File: src/hw/atetrisSettings_settings.svh
//~~~~~~~~~~~~~~~~~~~~~~~~~~~~~~~~~~~~~~~~~~~~~~~~~~~~~~~~~~~~~~~~~~~~~~~~~~
// Build constants for the Tetris board peripherals: RAM address widths,
// the MCLK divider and the scanline timing. Include wherever they are used
//~~~~~~~~~~~~~~~~~~~~~~~~~~~~~~~~~~~~~~~~~~~~~~~~~~~~~~~~~~~~~~~~~~~~~~~~~~
`ifndef ATETRIS_SETTINGS_SVH
`define ATETRIS_SETTINGS_SVH

// RAM address widths
`define ATETRIS_WRAM_AW 12
`define ATETRIS_NVRAM_AW 9
`define ATETRIS_VRAM_AW 11
`define ATETRIS_PAL_AW 8

// MCLK cycles per bus slot, and the divider phase of the slot
`define ATETRIS_CE_DIV 8
`define ATETRIS_CE_PHASE 3

// Frames without a kick before the watchdog fires
`define ATETRIS_WDT_FRAMES 8

// IRQ pattern repeats every 64 lines of the active area
`define ATETRIS_IRQ_PERIOD 64
`define ATETRIS_IRQ_SET_LINE 48
`define ATETRIS_IRQ_CLR_LINE 16
`define ATETRIS_VBLANK_LINE 240

`endif

File: src/hw/atetrisPkg.sv
//~~~~~~~~~~~~~~~~~~~~~~~~~~~~~~~~~~~~~~~~~~~~~~~~~~~~~~~~~~~~~~~~~~~~~~~~~~
// Shared types of the Tetris board peripherals. Modules refer to them by
// scoped name, for example atetrisPkg::busReqT
//~~~~~~~~~~~~~~~~~~~~~~~~~~~~~~~~~~~~~~~~~~~~~~~~~~~~~~~~~~~~~~~~~~~~~~~~~~
package atetrisPkg;

	// One byte access from the bus master
	typedef struct packed {
		logic [15:0] addr;
		logic        write;
		logic [7:0]  wdata;
	} busReqT;

	// One-hot target selects, valid for the cycle after acceptance
	typedef struct packed {
		logic wram;
		logic nvram;
		logic vramHi;
		logic vramLo;
		logic palette;
		logic inp0;
		logic inp1;
		logic wdtKick;
		logic irqAck;
	} chipSelT;

	// Pixel attributes carried past the character fetch
	typedef struct packed {
		// Upper nibble of the palette index
		logic [3:0] bank;
		// Which 4-bit pixel of the character word
		logic [1:0] nibSel;
	} pixStageT;

endpackage

File: src/hw/atetrisBusDecode.sv
//~~~~~~~~~~~~~~~~~~~~~~~~~~~~~~~~~~~~~~~~~~~~~~~~~~~~~~~~~~~~~~~~~~~~~~~~~~
// Address decoder of the CPU bus. Registers each accepted request and
// turns its address into one-hot chip selects for the next cycle
//~~~~~~~~~~~~~~~~~~~~~~~~~~~~~~~~~~~~~~~~~~~~~~~~~~~~~~~~~~~~~~~~~~~~~~~~~~
`timescale 1ns/1ps

module atetrisBusDecode (
	input  logic                MCLK,
	input  logic                RESET,
	input  atetrisPkg::busReqT  req_i,
	input  logic                accept_i,
	output atetrisPkg::chipSelT cs_o,
	output atetrisPkg::busReqT  reqReg_o
);

	atetrisPkg::chipSelT csNext;
	logic [15:0] addr;

	assign addr = req_i.addr;

	// Address map of the low 16 KB
	always_comb begin
		csNext.wram    = (addr[15:12] == 4'h0);
		csNext.vramHi  = (addr[15:12] == 4'h1) &  addr[0];
		csNext.vramLo  = (addr[15:12] == 4'h1) & ~addr[0];
		csNext.palette = (addr[15:10] == 6'b0010_00);
		csNext.nvram   = (addr[15:10] == 6'b0010_01);
		// Both input ports live in the $28xx block
		csNext.inp0    = (addr[15:10] == 6'b0010_10) & (addr[5:4] == 2'b00);
		csNext.inp1    = (addr[15:10] == 6'b0010_10) & (addr[5:4] == 2'b01);
		csNext.wdtKick = (addr[15:10] == 6'b0011_00);
		csNext.irqAck  = (addr[15:10] == 6'b0011_10);
	end

	always_ff @(posedge MCLK) begin
		if (RESET) begin
			cs_o <= '0;
		end else if (accept_i) begin
			cs_o <= csNext;
		end else begin
			cs_o <= '0;
		end
	end

	// Request held alongside the selects
	always_ff @(posedge MCLK) begin
		if (accept_i) begin
			reqReg_o <= req_i;
		end
	end

	// Address ranges must never overlap
	assert property (@(posedge MCLK) disable iff (RESET) $onehot0(cs_o))
		else $error("more than one target selected at %0t", $time);

endmodule

File: config.mk
export PLATFORM = sky130hd
export DESIGN_NAME = atetrisBusDecode
export DESIGN_NICKNAME = d
export VERILOG_FILES = /design/src/hw/atetrisSettings_settings.svh /design/src/hw/atetrisPkg.sv /design/src/hw/atetrisBusDecode.sv
export SDC_FILE = /design/constraint.sdc
export NUM_CORES = 1
export LEC_CHECK = 0
export BUFFER_PORTS_ARGS = -buffer_cell sky130_fd_sc_hd__buf_4
export CORE_ASPECT_RATIO = 1.5
export CORE_MARGIN = 2
export CORE_UTILIZATION = 33
export DETAILED_ROUTE_END_ITERATION = 12
export GPL_ROUTABILITY_DRIVEN = 0
export PLACE_DENSITY = 0.68
export REMOVE_ABC_BUFFERS = 1
export SYNTH_ARGS = -nofsm -noshare
export SYNTH_HDL_FRONTEND = slang
export SYNTH_SLANG_ARGS = --single-unit
File: constraint.sdc
create_clock -name MCLK -period 1.16 [get_ports MCLK]
set_input_delay 0.058 -clock MCLK [delete_from_list [all_inputs] [get_ports MCLK]]
set_output_delay 0.058 -clock MCLK [all_outputs]
set_load 0.1 [all_outputs]
-- Yosys cells after proc, flatten, opt, wreduce, memory -nomap -nowiden
Cells that the tools add are included.
- flip-flop bits (word level): 34
- input port bits: 28
- output and inout port bits: 34
- logic and storage cells: 28
- equality and inequality tests: 7
- bitwise operators: 6
- reductions and logical operators: 3
- operators by type and width (operator ; count):
    $eq 6x4->1 const B ; 5
    $and 1x1->1 ; 4
    $eq 4x1->1 const B ; 1
    $logic_not 4->1 ; 1
    $eq 2x1->1 const B ; 1
    $logic_not 2->1 ; 1
    $not 1->1 ; 2
    $reduce_or 2->1 ; 1

-- Depth between registers and ports, before layout
- depth in word-level cells: 2
- depth in mapped cells: 2
- mapped depth without buffers: 2

-- Worst setup path after synthesis
Ideal clock, no wire load.
- path kind: reg-to-output
- start: register cs_o[0] (netlist bit)
- end: output port cs_o[0] (netlist bit)
- arrival: 0.909 ns
- data required time: 1.102 ns
- path slack: 0.193 ns
- stages on the path, launching flop included: 1
- path buffers: 0
- cells stage by stage: dfxtp_1
- RTL lines (item ; RTL line ; text):
    from (decl) ; atetrisBusDecode.sv:12 ; output atetrisPkg::chipSelT cs_o,
    from (signal assigned) ; atetrisBusDecode.sv:39 ; cs_o <= csNext;
No word-level cell between the ends.

-- Final worst setup path
- start: input port req_i[21] (netlist bit)
- end: register cs_o[2] (netlist bit)
- longest elaborated chain between the ends: 2
- ends and longest elaborated chain (item ; RTL line ; text):
    from (decl) ; atetrisBusDecode.sv:10 ; input atetrisPkg::busReqT req_i,
    $eq 6x4->1 ; atetrisBusDecode.sv:30 ; csNext.inp1 = (addr[15:10] == 6'b0010_10) & (addr[5:4] == 2'b01);
    $and 1x1->1 ; atetrisBusDecode.sv:30 ;
No other way between the ends.
A chain may end at the register's enable or synchronous reset.

==> metrics.md <==
| Metric | Value |
|---|---|
| Outcome | complete, no violations |
| Post-DP HPWL | 1660 um |
| Pwr Density | roughly 1500 nW/um^2 |
| Critical path arrival | approximately 1.3 ns |
| M2 GR Usage | about a quarter |
| Cells after Synth | ~50 |
| Sequential share of power | between 40% and 50% |
| Die width | 50.1 um |
| Compound-Gate Fraction of Synth Area | 0% |
| Gate power share | 27.6% |
| Synth Cell Area | roughly 1100 um^2 |
| Clock Power Share | 25.4% |
| Share of cells above drive strength 1 | approximately half |
| Overflow after GRT | 0 |
| Setup violations, final | 0 |
| Post-place setup slack | between 0.1 and 0.15 ns |
| Max_cap viols | 0 |
| Number of CTS-inserted buffers | 5 |
| Routed WL | ~2400 um |
| RSZ-0062 raised after global routing | true |
| Antenna Nets Post-Route | 0 |
| Net Sw Frac | roughly a third |
| CP required | 1.35 ns |
| Psw | between 0.9 and 1 mW |
| Relative slew slack | around 81% |
| Reg clk slew, reported paths | 0.06 ns |
| H-tree lvl count | 2 |
| Rows | 25 |
| First-pass GRT wire length | around 3700 um |
| Yosys reg bits | 34 |
| Starting Density | between 30% and 40% |
| Yosys warns | 0 |
| TNS Setup | 0 ns |
| Slew at the pin closest to its max-slew limit | 0.288 ns |
| Final net count | 175 |
| Largest fanout on the critical path | 5 |
| Worst vdd ir | between 0.0007 and 0.0008 V |
| Post-synthesis sequential area ratio | approximately nine tenths |
| Largest net degree at the start of global routing | 14 |
| CP Launch Type | primary input |
| Met1 usage | a little over an eighth |
| Drt drc | 0 |
| Xor/xnor cell area share of the yosys netlist | 0% |
| Die Footprint | 3660 um^2 |
| Post-CTS Setup Inserts | 0 |
| CTS sink count | 34 |
| Synthesis-to-finish area growth | 83.2% |
| DR vias/cell | 4.34 |
| Ant diodes | 0 |
| Hold WC Path Type | in -> reg |
| Clk buf depth | 2 |
| Busiest grt layer | met2 |
| Post-Synth Simple-Gate Area | 10.7% |
| Slew Limit Fails | 0 |
| Post-synthesis adder-cell area fraction | 0% |
| Fin crit period | roughly 1.1 ns |
| Final period utilization | 97.0% |
| Setup ws final | between 0.03 and 0.04 ns |
| Pint | around 2 mW |
| Met3 GRT Util | under 10% |
| # IOs | 62 |
| Static Leak | around 0.80 nW |
| Via count | slightly above 800 |
| Crit end category | flop |
| Final hold vios | 0 |
| Height of the die | about 73 um |
| DR pass1 iterations | 2 |
| GRT Overall Usage | approximately 15% |
| Number of global-route vias before repair | between 800 and 900 |
| CTS tree | built |
| Avg Inst Size Synth | about 21 um^2 |
| Fmax | ~900 MHz |
| Multiplexer share of the synthesized area | 0% |
| CORE AREA | about 3100 um^2 |
| Initial antenna violation count | 0 |
| Yosys cell types | 13 |
| Port Buffer Count | 61 |
| Root buffer cell | clkbuf_8 |
| WS Path Type | in -> reg |
| DR WL/cell | 13.0 um |
| 1st-iter DRT viols | 11 |
| Largest family of logic cells by synthesized area | simple AND/OR/NAND/NOR gates |
[final timing paths]
| path | start | endpoint | cells past startpoint |
|---|---|---|---|
| hold / removal | req_i[19] | cs_o[7] | 3 |
| setup / recovery | req_i[21] | cs_o[2] | 4 |
[cell usage after synthesis, drive strengths merged]
cell type | instances | area, um^2
nor4b | 2 | 23.8
dfxtp | 9 | 180
nor4 | 1 | 6.26
inv | 2 | 7.51
or3 | 2 | 12.5
nor2 | 1 | 3.75
edfxtp | 25 | 751
nand4bb | 1 | 11.3
nand3b | 1 | 7.51
nand4b | 1 | 8.76
or4b | 1 | 13.8
nor3 | 5 | 25.0
[layout make-up]
class	count	area, um^2
clock inverter	3	11.3
sequential	34	931
multi-input combinational	15	124
clock buffer	5	68.8
tap	40	50.0
fill	237	1170
timing repair buffer	89	733
inverter	2	7.51
[critical path, cell delays in order]
cell           delay, ns
dlygate4sd3_1       0.54
buf_4               0.15
nand4bb_2           0.28
nor4b_2             0.27
[registers in the layout, summed over array words and instances, names as in the netlist]
name      count
reqReg_o     25
cs_o          9
[timing repair]
| action | CTS | global route |
|---|---|---|
| endpoints found under the hold margin | 31 | 0 |
| endpoints found under the setup margin | 0 | 3 |
| hold buffers | 26 | 0 |
| resized for setup | 0 | 2 |
[placed cells by master, fill, tap and decap left out, drive strengths merged, types with 2 or more instances in the layout]
cell type    Yosys  routed
buf              0      63
clkbuf           0       5
clkinv           0       3
dfxtp            9       9
dlygate4sd3      0      26
edfxtp          25      25
inv              2       2
nor3             5       5
nor4b            2       2
or3              2       2
[power by group through the flow]
stage	logic (mW)	registers, mW	clock network (mW)
finish	0.824	1.40	0.758
global route	0.845	1.41	0.845
CTS	0.820	1.40	0.794
detailed placement	0.750	1.43	0
global placement	0.746	1.43	0
floorplan	0.0139	1.95	0
[metal layers]
layer	routed length, um	vias to the layer above
li1	-	391
met4	57	0
met3	220	7
met2	1290	47
met1	872	370
met5	0	-
[logic make-up after synthesis]
family                 count (synthesis)
AND/OR/NAND/NOR                       15
flip-flops                            34
buffers and inverters                  2
[stage by stage]
step / hold WS (ns) / area, um^2 / power (mW) / utilization, % / instances
finish: 0.0393 / 1930 / 2.98 / 62.2 / 188
global route: 0.0629 / 1930 / 3.10 / 62.2 / 188
CTS: 0.0261 / 1910 / 3.02 / 61.8 / 188
detailed placement: 0.237 / 1570 / 2.18 / 50.8 / 154
global placement: 0.237 / 1570 / 2.17 / 50.8 / 154
floorplan: 0.129 / 1050 / 1.97 / - / 51
(Power assumes the default switching activity.)
