File: src/hw/atetrisSettings_settings.svh
//~~~~~~~~~~~~~~~~~~~~~~~~~~~~~~~~~~~~~~~~~~~~~~~~~~~~~~~~~~~~~~~~~~~~~~~~~~
// Build constants for the Tetris board peripherals: RAM address widths,
// the MCLK divider and the scanline timing. Include wherever they are used
//~~~~~~~~~~~~~~~~~~~~~~~~~~~~~~~~~~~~~~~~~~~~~~~~~~~~~~~~~~~~~~~~~~~~~~~~~~
`ifndef ATETRIS_SETTINGS_SVH
`define ATETRIS_SETTINGS_SVH

// RAM address widths
`define ATETRIS_WRAM_AW 12
`define ATETRIS_NVRAM_AW 9
`define ATETRIS_VRAM_AW 11
`define ATETRIS_PAL_AW 8

// MCLK cycles per bus slot, and the divider phase of the slot
`define ATETRIS_CE_DIV 8
`define ATETRIS_CE_PHASE 3

// Frames without a kick before the watchdog fires
`define ATETRIS_WDT_FRAMES 8

// IRQ pattern repeats every 64 lines of the active area
`define ATETRIS_IRQ_PERIOD 64
`define ATETRIS_IRQ_SET_LINE 48
`define ATETRIS_IRQ_CLR_LINE 16
`define ATETRIS_VBLANK_LINE 240

`endif

File: src/hw/atetrisPkg.sv
//~~~~~~~~~~~~~~~~~~~~~~~~~~~~~~~~~~~~~~~~~~~~~~~~~~~~~~~~~~~~~~~~~~~~~~~~~~
// Shared types of the Tetris board peripherals. Modules refer to them by
// scoped name, for example atetrisPkg::busReqT
//~~~~~~~~~~~~~~~~~~~~~~~~~~~~~~~~~~~~~~~~~~~~~~~~~~~~~~~~~~~~~~~~~~~~~~~~~~
package atetrisPkg;

	// One byte access from the bus master
	typedef struct packed {
		logic [15:0] addr;
		logic        write;
		logic [7:0]  wdata;
	} busReqT;

	// One-hot target selects, valid for the cycle after acceptance
	typedef struct packed {
		logic wram;
		logic nvram;
		logic vramHi;
		logic vramLo;
		logic palette;
		logic inp0;
		logic inp1;
		logic wdtKick;
		logic irqAck;
	} chipSelT;

	// Pixel attributes carried past the character fetch
	typedef struct packed {
		// Upper nibble of the palette index
		logic [3:0] bank;
		// Which 4-bit pixel of the character word
		logic [1:0] nibSel;
	} pixStageT;

endpackage

File: src/hw/atetrisIrqWatchdog.sv
//~~~~~~~~~~~~~~~~~~~~~~~~~~~~~~~~~~~~~~~~~~~~~~~~~~~~~~~~~~~~~~~~~~~~~~~~~~
// Scanline IRQ and frame watchdog. Both sample VPOS once per bus slot;
// the CPU acknowledges the IRQ and kicks the watchdog with bus writes
//~~~~~~~~~~~~~~~~~~~~~~~~~~~~~~~~~~~~~~~~~~~~~~~~~~~~~~~~~~~~~~~~~~~~~~~~~~
`timescale 1ns/1ps
`include "atetrisSettings_settings.svh"

module atetrisIrqWatchdog (
	input  logic                MCLK,
	input  logic                RESET,
	input  logic                slotEn_i,
	input  logic [8:0]          vpos_i,
	input  atetrisPkg::chipSelT cs_i,
	input  atetrisPkg::busReqT  req_i,
	output logic                irq_o,
	output logic                watchdogReset_o
);

	logic [8:0] vposQ;
	logic [3:0] wdtCnt;
	logic lineStep;
	logic ackWr;
	logic kickWr;
	logic irqSetLine;
	logic irqClrLine;

	// A new line seen on a bus slot
	assign lineStep = slotEn_i && (vpos_i != vposQ);
	assign ackWr = cs_i.irqAck && req_i.write;
	assign kickWr = cs_i.wdtKick && req_i.write;

	// Lines 48, 112, 176, 240 set and 16, 80, 144, 208 clear
	assign irqSetLine = (vpos_i < 9'd256) &&
		((vpos_i % `ATETRIS_IRQ_PERIOD) == `ATETRIS_IRQ_SET_LINE);
	assign irqClrLine = (vpos_i < 9'd256) &&
		((vpos_i % `ATETRIS_IRQ_PERIOD) == `ATETRIS_IRQ_CLR_LINE);

	always_ff @(posedge MCLK) begin
		if (RESET) begin
			vposQ <= '0;
		end else if (slotEn_i) begin
			vposQ <= vpos_i;
		end
	end

	always_ff @(posedge MCLK) begin
		if (RESET) begin
			irq_o <= 1'b0;
		end else if (ackWr) begin
			irq_o <= 1'b0;
		end else if (lineStep) begin
			if (irqSetLine) begin
				irq_o <= 1'b1;
			end else if (irqClrLine) begin
				irq_o <= 1'b0;
			end
		end
	end

	// Counts frames; past the limit it parks at 14 so it wraps after two more
	always_ff @(posedge MCLK) begin
		if (RESET || kickWr) begin
			wdtCnt <= '0;
		end else if (lineStep && (vpos_i == 9'd0)) begin
			if (wdtCnt == 4'(`ATETRIS_WDT_FRAMES)) begin
				wdtCnt <= 4'd14;
			end else begin
				wdtCnt <= wdtCnt + 4'd1;
			end
		end
	end

	assign watchdogReset_o = wdtCnt[3];

	// A rise needs a set line in the active area and no acknowledge
	assert property (@(posedge MCLK) disable iff (RESET)
		$rose(irq_o) |-> $past(!ackWr && !vpos_i[8] && (vpos_i[5:0] == 6'd48)))
		else $error("IRQ rose off a set line or during acknowledge at %0t", $time);

endmodule

File: config.mk
export PLATFORM = sky130hd
export DESIGN_NAME = atetrisIrqWatchdog
export DESIGN_NICKNAME = d
export VERILOG_FILES = /design/src/hw/atetrisPkg.sv /design/src/hw/atetrisIrqWatchdog.sv
export VERILOG_INCLUDE_DIRS = /design/src /design/src/hw
export SDC_FILE = /design/constraint.sdc
export NUM_CORES = 1
export LEC_CHECK = 0
export BUFFER_PORTS_ARGS = -buffer_cell sky130_fd_sc_hd__buf_4
export CORE_MARGIN = 3
export CORE_UTILIZATION = 38
export CTS_BUF_LIST = sky130_fd_sc_hd__clkbuf_2 sky130_fd_sc_hd__clkbuf_4 sky130_fd_sc_hd__clkbuf_8
export CTS_CLUSTER_SIZE = 14
export DETAILED_ROUTE_END_ITERATION = 10
export PLACE_DENSITY = 0.77
export SYNTH_ARGS = -nofsm -noshare
export SYNTH_HDL_FRONTEND = slang
export SYNTH_SLANG_ARGS = --single-unit
File: constraint.sdc
create_clock -name MCLK -period 2 [get_ports MCLK]
set_input_delay 0.4 -clock MCLK [delete_from_list [all_inputs] [get_ports MCLK]]
set_output_delay 0.4 -clock MCLK [all_outputs]
set_load 0.05 [all_outputs]
Word-level counts from Yosys, hierarchy flattened
Cells that the tools add are included.
{"block": "word_totals", "register_bits": 14, "latchBits": 0, "ram_bits": 0, "rom_bits": 0, "in_bits": 46, "output_inout_bits": 2, "wordCells": 23, "memories": 0}
{"block": "op_classes", "addsub": 1, "n_mul": 0, "n_div": 0, "magnitude_cmp": 1, "n_eq_ne": 4, "shift": 0, "mux": 3, "n_bitwise": 0, "n_reduce_logical": 11}
{"op": "logical NOT 9 bit", "count": 1}
{"op": "< comparator 9 bit, second input constant", "count": 1}
{"op": "!= test 9 bit", "count": 1}
{"op": "equality test 6 x 5 -> 1 bit, second input constant", "count": 1}
{"op": "equality test 6 bit, second input constant", "count": 1}
{"op": "logical AND 1 bit", "count": 6}
{"op": "adder 4 x 1 -> 4 bit, second input constant", "count": 1}
{"op": "equality test 4 bit, second input constant", "count": 1}
{"op": "two-way mux 4 bit", "count": 1}
{"op": "two-way mux 1 bit", "count": 2}
{"op": "AND reduction 2 bit", "count": 1}
{"op": "nonzero test 2 bit", "count": 1}
{"op": "OR reduction 2 bit", "count": 1}
{"op": "logical OR 1 bit", "count": 1}

Logic depth before layout (Yosys ltp)
Gate-level depths: netlist (run 1).
{"block": "logic_depth", "ltp_word": 4, "mapped_depth": 6, "mapped_depth_nobuf": 6}

Worst setup path after synthesis (run 1)
No wires, ideal clock.
{"block": "synth_timing", "kind": "input to register", "from": "input slotEn_i", "to": "register wdtCnt[3]", "setup_time_ps": 70, "arrival_time_ps": 1830, "required_time_ps": 1930, "setup_slack_ps": 100, "path_stages": 6, "path_buffers": 1, "cell_sequence": "buf_6 or4b_1 nor3_2 o31ai_1 or4_1 a21oi_1"}
{"block": "synth_via", "elab_chain_cells": 2}
{"item": "start, declared", "line_no": "atetrisIrqWatchdog.sv:11", "text": "input logic slotEn_i,"}
{"item": "logical AND 1 bit", "line_no": "atetrisIrqWatchdog.sv:28", "text": "assign lineStep = slotEn_i && (vpos_i != vposQ);"}
{"item": "logical AND 1 bit", "line_no": "atetrisIrqWatchdog.sv:64", "text": "end else if (lineStep && (vpos_i == 9'd0)) begin"}
{"item": "end signal, assigned", "line_no": "atetrisIrqWatchdog.sv:68", "text": "wdtCnt <= wdtCnt + 4'd1;"}
{"item": "end, declared", "line_no": "atetrisIrqWatchdog.sv:20", "text": "logic [3:0] wdtCnt;"}
Every way passes these cells.
A chain may end at the register's enable or synchronous reset.

Worst setup path in the final report (run 1)
{"block": "layout_timing", "from": "input vpos_i[0]", "to": "register wdtCnt[3]"}
{"block": "layout_via", "elab_chain_cells": 3, "word_cells_on_any_way": 4, "cone_classes": "1 x eq/ne; 3 x reduce/logical"}
{"item": "start, declared", "line_no": "atetrisIrqWatchdog.sv:12", "text": "input logic [8:0] vpos_i,"}
{"item": "!= test 9 bit", "line_no": "atetrisIrqWatchdog.sv:28"}
{"item": "logical AND 1 bit", "line_no": "atetrisIrqWatchdog.sv:28"}
{"item": "logical AND 1 bit (*)", "line_no": "atetrisIrqWatchdog.sv:64"}
Every way passes the cells marked *; elsewhere a longest branch is shown, timed or not.

==> metrics, run 1 <==
worst clock skew 3.18 ps; maximum number of buffers from clock root to sink 2; VDD IR max 0.000583 V; initial antenna violation count 0; Hold Buf Count CTS 0; Yosys top cell by area dfxtp_1; most common cell after layout, fill and taps aside buf_4; count of cell types in the netlist 25; CP bufs+invs 1; async set or reset register ratio after synthesis 0; Leak 0.000390 uW; main combinational cell family by area after synthesis simple AND/OR/NAND/NOR gates; Die Span X 49.7 um; number of enable flip-flop cells after synthesis 0; Die Span Y a little under 50 um; post-synth top area share 0.387; Primary FF master, synth dfxtp_1; I/O pin count 48; total grt overflow 0; fin nets 148; row cnt 15; Root Driver clkbuf_4; Sw Share 0.233; Largest stage delay, worst path roughly 530 ps; post-synthesis register bit count 14; DRT antenna net count 0; area share of and/or/nand/nor cells after synthesis 0.180; vias per cell approximately 5; crit-path leading delay family simple AND/OR/NAND/NOR gates; Antenna Cells 0; Fmax around 580 MHz; Clock power frac 0.342; DR DRC count 0; core area 1760 um2; Clock transition at path regs 80 ps; outcome finished clean; syn_nets about 130; most frequent cells in the layout buf_4, dfxtp_1, nor2_1; CP max stage cell or4b_1; Final GP Congestion 0.699; Synth-to-Final Area Change 28.0%; CTS tree built; sequence of cells on the critical path buf_4, or4b_1, nor3_2, o31ai_1, or4_1, a21oi_1; Rel. slew slack 0.726; Port Buffer Count 16; Psw 136 uW; Num CTS Buffers 3; Compound-Gate Fraction of Synth Area 0.119; final hold vios 0; HP Class input pin to flip-flop; Cell Area, Placed 891 um2; fin area 927 um2; CTS H-tree lvls 1; Tightest Pin Transition 408 ps; critical path capture point type flip-flop; final WL 1.44 mm; Cells after Synth 77; Reg power frac 0.505; mux contribution to synthesized area 0.140; post-synthesis sequential area ratio 0.387; worst setup slack after placement -14.4 ps; Synth area leaders dfxtp_1, mux2i_1, xnor2_1; vias in the first global route 640; adder-cell share of the synthesized area 0.0345; Post-Syn Area per Cell 9.41 um2; share of layout cells above drive strength 1 0.273; Vias 618; Clk Latency, worst-skew pair 280 ps; number of max-cap violations 0; first-pass iteration count of the detailed router 3; Final WS setup 285 ps; Starting Density 0.411; hpwl dp between 1 and 1.5 mm; unrepaired setup endpoints after global routing false; WS Path Type input pin to flip-flop; Total GRT Usage 0.127; largest net degree at the start of global routing 12; Max Slew Vio Count 0; Cell Area, Synth 724 um2; final critical-path required period 1710 ps; combinational fraction of design power 0.152; worst path arrival time 1930 ps; cell internal pwr about 450 uW; Worst EP required ~2200 ps; Ys Warns 0; DR iter-0 viols 7; CTS resizes 0; Final period util 0.857; die area around 2500 um2; Synth Area in XOR/XNOR 0.109; PwrDens 632 nW/um2; Worst setup SP type input pin; setup bufs post-CTS 0; global-route wire length before repair around 2.5 mm; Avg WL per Cell 11.6 um; crit path max fanout 2; Setup violations, final 0; Clock Sinks 14
==> area by class of cell <==
cell class | count | area, um2
Sequential cell | 14 | 280
Fill cell | 176 | 837
Timing Repair Buffer | 20 | 150
Tap cell | 25 | 31.3
Multi-Input combinational cell | 59 | 422
Inverter | 2 | 7.51
Clock buffer | 4 | 36.3
==> per-stage QoR <==
stage / TNS, ps / cells / hold slack, ps / power (uW) / utilization
after floorplan: 0 / 77 / 474 / 352 / -
after global placement: -15.2 / 120 / 494 / 389 / 0.505
after detailed placement: -14.4 / 120 / 502 / 393 / 0.505
after CTS: 0 / 124 / 372 / 594 / 0.526
after global routing: 0 / 124 / 379 / 616 / 0.526
final: 0 / 124 / 372 / 586 / 0.526
==> logic make-up after synthesis <==
family                   Yosys count
multiplexers                      10
flip-flops                        14
AND/OR/NAND/NOR                   26
buffers and inverters              4
AO/OA/AOI/OAI                     12
XOR/XNOR                           9
adder cells (fa/ha/maj)            2
==> metal layers <==
layer / GRT usage / up-vias / wire length, um
met1: 0.134 / 283 / 634
li1: - / 321 / -
met4: 0.0553 / 0 / 27
met2: 0.238 / 9 / 735
met3: 0.0272 / 5 / 45
met5: 0 / - / 0
==> flip-flops by register name (all words and copies together) (netlist names) <==
name and count:
irq_o 1, vposQ 9, wdtCnt 4
==> synthesized netlist by cell type, types with 2 or more instances <==
cell type	n
dfxtp_1	14
nand2_1	4
mux2i_1	9
ha_1	2
inv_1	2
a21oi_1	4
xnor2_1	9
nor4_1	2
nor2_1	11
nand3_1	2
or4_1	2
o31ai_1	2
nor3_1	2
==> power by group through the flow <==
stage	clock (uW)	sequential [uW]	combinational, uW
global placement	0	302	86.9
global route	220	298	98.8
floorplan	0	302	49.8
CTS	208	296	90.3
finish	201	296	89.3
detailed placement	0	303	89.7
==> path summary, 6_finish.rpt <==
| check | start | end | slack, ps | depth (start not counted) |
|---|---|---|---|---|
| max | vpos_i[0] | wdtCnt[3]$_SDFFE_PP0P_ | 290 | 6 |
| min | RESET | vposQ[5]$_SDFFE_PP0P_ | 370 | 2 |
| max reg2reg | vposQ[8]$_SDFFE_PP0P_ | wdtCnt[0]$_SDFFE_PP0P_ | 450 | 5 |
| min reg2reg | wdtCnt[1]$_SDFFE_PP0P_ | wdtCnt[1]$_SDFFE_PP0P_ | 510 | 2 |
(Power assumes the default switching activity.)
==> inputs of run 2 (changes only) <==
--- a/config.mk
+++ b/config.mk
@@ -8,11 +8,11 @@
 export LEC_CHECK = 0
 export BUFFER_PORTS_ARGS = -buffer_cell sky130_fd_sc_hd__buf_4
 export CORE_MARGIN = 3
-export CORE_UTILIZATION = 38
+export CORE_UTILIZATION = 45
 export CTS_BUF_LIST = sky130_fd_sc_hd__clkbuf_2 sky130_fd_sc_hd__clkbuf_4 sky130_fd_sc_hd__clkbuf_8
 export CTS_CLUSTER_SIZE = 14
 export DETAILED_ROUTE_END_ITERATION = 10
-export PLACE_DENSITY = 0.77
+export PLACE_DENSITY = 0.85
 export SYNTH_ARGS = -nofsm -noshare
 export SYNTH_HDL_FRONTEND = slang
 export SYNTH_SLANG_ARGS = --single-unit
==> constraint.sdc (replaced) <==
create_clock -name MCLK -period 2.1 [get_ports MCLK]
set_input_delay 0.42 -clock MCLK [delete_from_list [all_inputs] [get_ports MCLK]]
set_output_delay 0.42 -clock MCLK [all_outputs]
set_load 0.05 [all_outputs]
==> metrics, run 2 (synthesis results as in run 1) <==
FF-to-FF Start vposQ[5]$_SDFFE_PP0P_; Leak 0.000373 uW (-4.3%); first-pass iteration count of the detailed router 6 (+3); max reg flops 9 (unchanged); unrepaired setup endpoints after global routing false; Worst EP required 2310 ps (+90 ps); final hold vios 0 (unchanged); Clock transition at path regs 80 ps (about the same); global-route wire length before repair 2.57 mm (+3.9%); DR iter-0 viols 17 (+10); crit path max fanout 3 (+1); Antenna Cells 0 (unchanged); setup tns final 0 ps (unchanged); PwrDens 576 nW/um2 (-8.8%); Rel. slew slack 0.769 (+0.0439); Final period util 0.835; worst path arrival time 1960 ps (+30 ps); Starting Density 0.518 (+0.107); total grt overflow 0 (unchanged); Tightest Pin Transition 343 ps (-65.2 ps); cells on worst reg2reg path 5 (unchanged); Fillers 130 (-26%); vias in the first global route 595 (-7.0%); WS Path Type input pin to flip-flop; DR DRC count 0 (unchanged); initial antenna violation count 0 (unchanged); Die Span Y 46.1 um (-7.1%); CTS H-tree lvls 1 (unchanged); Final GP Congestion 0.742 (+6.2%); Core Util, Final 0.633 (+0.108); Final WS setup 346 ps (+60.3 ps); CTS tree built; Num CTS Buffers 3 (unchanged); hold_sp RESET; core area 1400 um2 (-21%); Avg WL per Cell 13.2 um (+14%); number of max-cap violations 0 (unchanged); final critical-path required period 1750 ps; register-to-register setup slack 570 ps (+120 ps); worst clock skew 0.649 ps (-2.53 ps); largest net degree at the start of global routing 12 (unchanged); hold_ws 393 ps (+21.2 ps); multi-input logic area 422 um2 (unchanged); Clk Latency, worst-skew pair 270 ps (about the same); Largest regs vposQ (9), wdtCnt (4), irq_o (1); critical path capture point type flip-flop; hpwl dp 1.12 mm (-4.4%); Die Span X 46.1 um (-7.1%); VDD IR max 0.000446 V (-23%); Vias 641 (+3.7%); final WL 1.47 mm (+1.8%); Port Buffer Count 16 (unchanged); setup bufs post-CTS 0 (unchanged); Max Slew Vio Count 0 (unchanged); maximum number of buffers from clock root to sink 2 (unchanged); outcome finished clean; Worst setup SP type input pin; R2R Path End wdtCnt[0]$_SDFFE_PP0P_; worst setup slack after placement 55.8 ps (+70.1 ps); Fmax 570 MHz; I/O pin count 48 (unchanged); Biggest register vposQ; Root Driver clkbuf_4; most frequent cells in the layout buf_4, dfxtp_1, nor2_1; hold path endpoint vposQ[8]$_SDFFE_PP0P_; Synth-to-Final Area Change 22.3%; HP Class input pin to flip-flop; Clock Sinks 14 (unchanged); WHS Path Cells 2 (unchanged); row cnt 13 (-2); CTS resizes 0 (unchanged); vias per cell 5.77 (+16%); DRT antenna net count 0 (unchanged); share of layout cells above drive strength 1 0.250 (-0.0227); Total GRT Usage 0.164 (+0.0374); Setup violations, final 0 (unchanged); Hold Buf Count CTS 0 (unchanged); fin nets 146 (-1.4%); most common cell after layout, fill and taps aside buf_4; die area 2130 um2 (-14%); area occupied by registers 280 um2 (unchanged)
[run 2: cell count changes in the layout (fill, tap and decap cells not counted)]
cell      previous run  this run
buf_4               20        18
clkbuf_8             1         0
[run 2: per-layer routing]
layer	global-route usage	wire length, um	vias up
met5	0	0	-
met4	0.0511	13	0
met3	0.0352	96	2
met2	0.288	729	23
met1	0.197	627	299
li1	-	-	317
[run 2: worst max-delay path, cell delays in order]
cell	delay [ps]
buf_4	120
or4b_1	530
nor3_2	140
o31ai_1	120
or4_1	470
a21oi_1	160
[run 2: worst max-delay path by stage]
stage               from                      to  slack, ps  depth (start not counted)
6_report       vpos_i[0]  wdtCnt[3]$_SDFFE_PP0P_        350                          6
5_1_grt        vpos_i[0]  wdtCnt[3]$_SDFFE_PP0P_        240                          6
4_1_cts        vpos_i[0]  wdtCnt[3]$_SDFFE_PP0P_        340                          6
3_5_place_dp   vpos_i[0]  wdtCnt[3]$_SDFFE_PP0P_         60                          6
3_3_place_gp   vpos_i[0]  wdtCnt[3]$_SDFFE_PP0P_         80                          6
2_1_floorplan   slotEn_i  wdtCnt[3]$_SDFFE_PP0P_        180                          6
[run 2: where the power goes]
group	switching [uW]	internal, uW
logic	36.6	45.0
clock network	79.8	66.4
registers	7.15	276
[run 2: layout make-up]
type	count	share of cell area
repair buffers	18	0.153
flip-flops and latches	14	0.316
multi-input cells	59	0.476
inverters	2	0.00847
clock buffers	3	0.0254
well taps	15	0.0212
[run 2: through the flow]
step / std cells / total power [uW] / area (um2)
global route: 111 / 538 / 886
floorplan: 77 / 335 / 724
finish: 111 / 511 / 886
CTS: 111 / 516 / 886
global placement: 108 / 367 / 863
detailed placement: 108 / 371 / 863
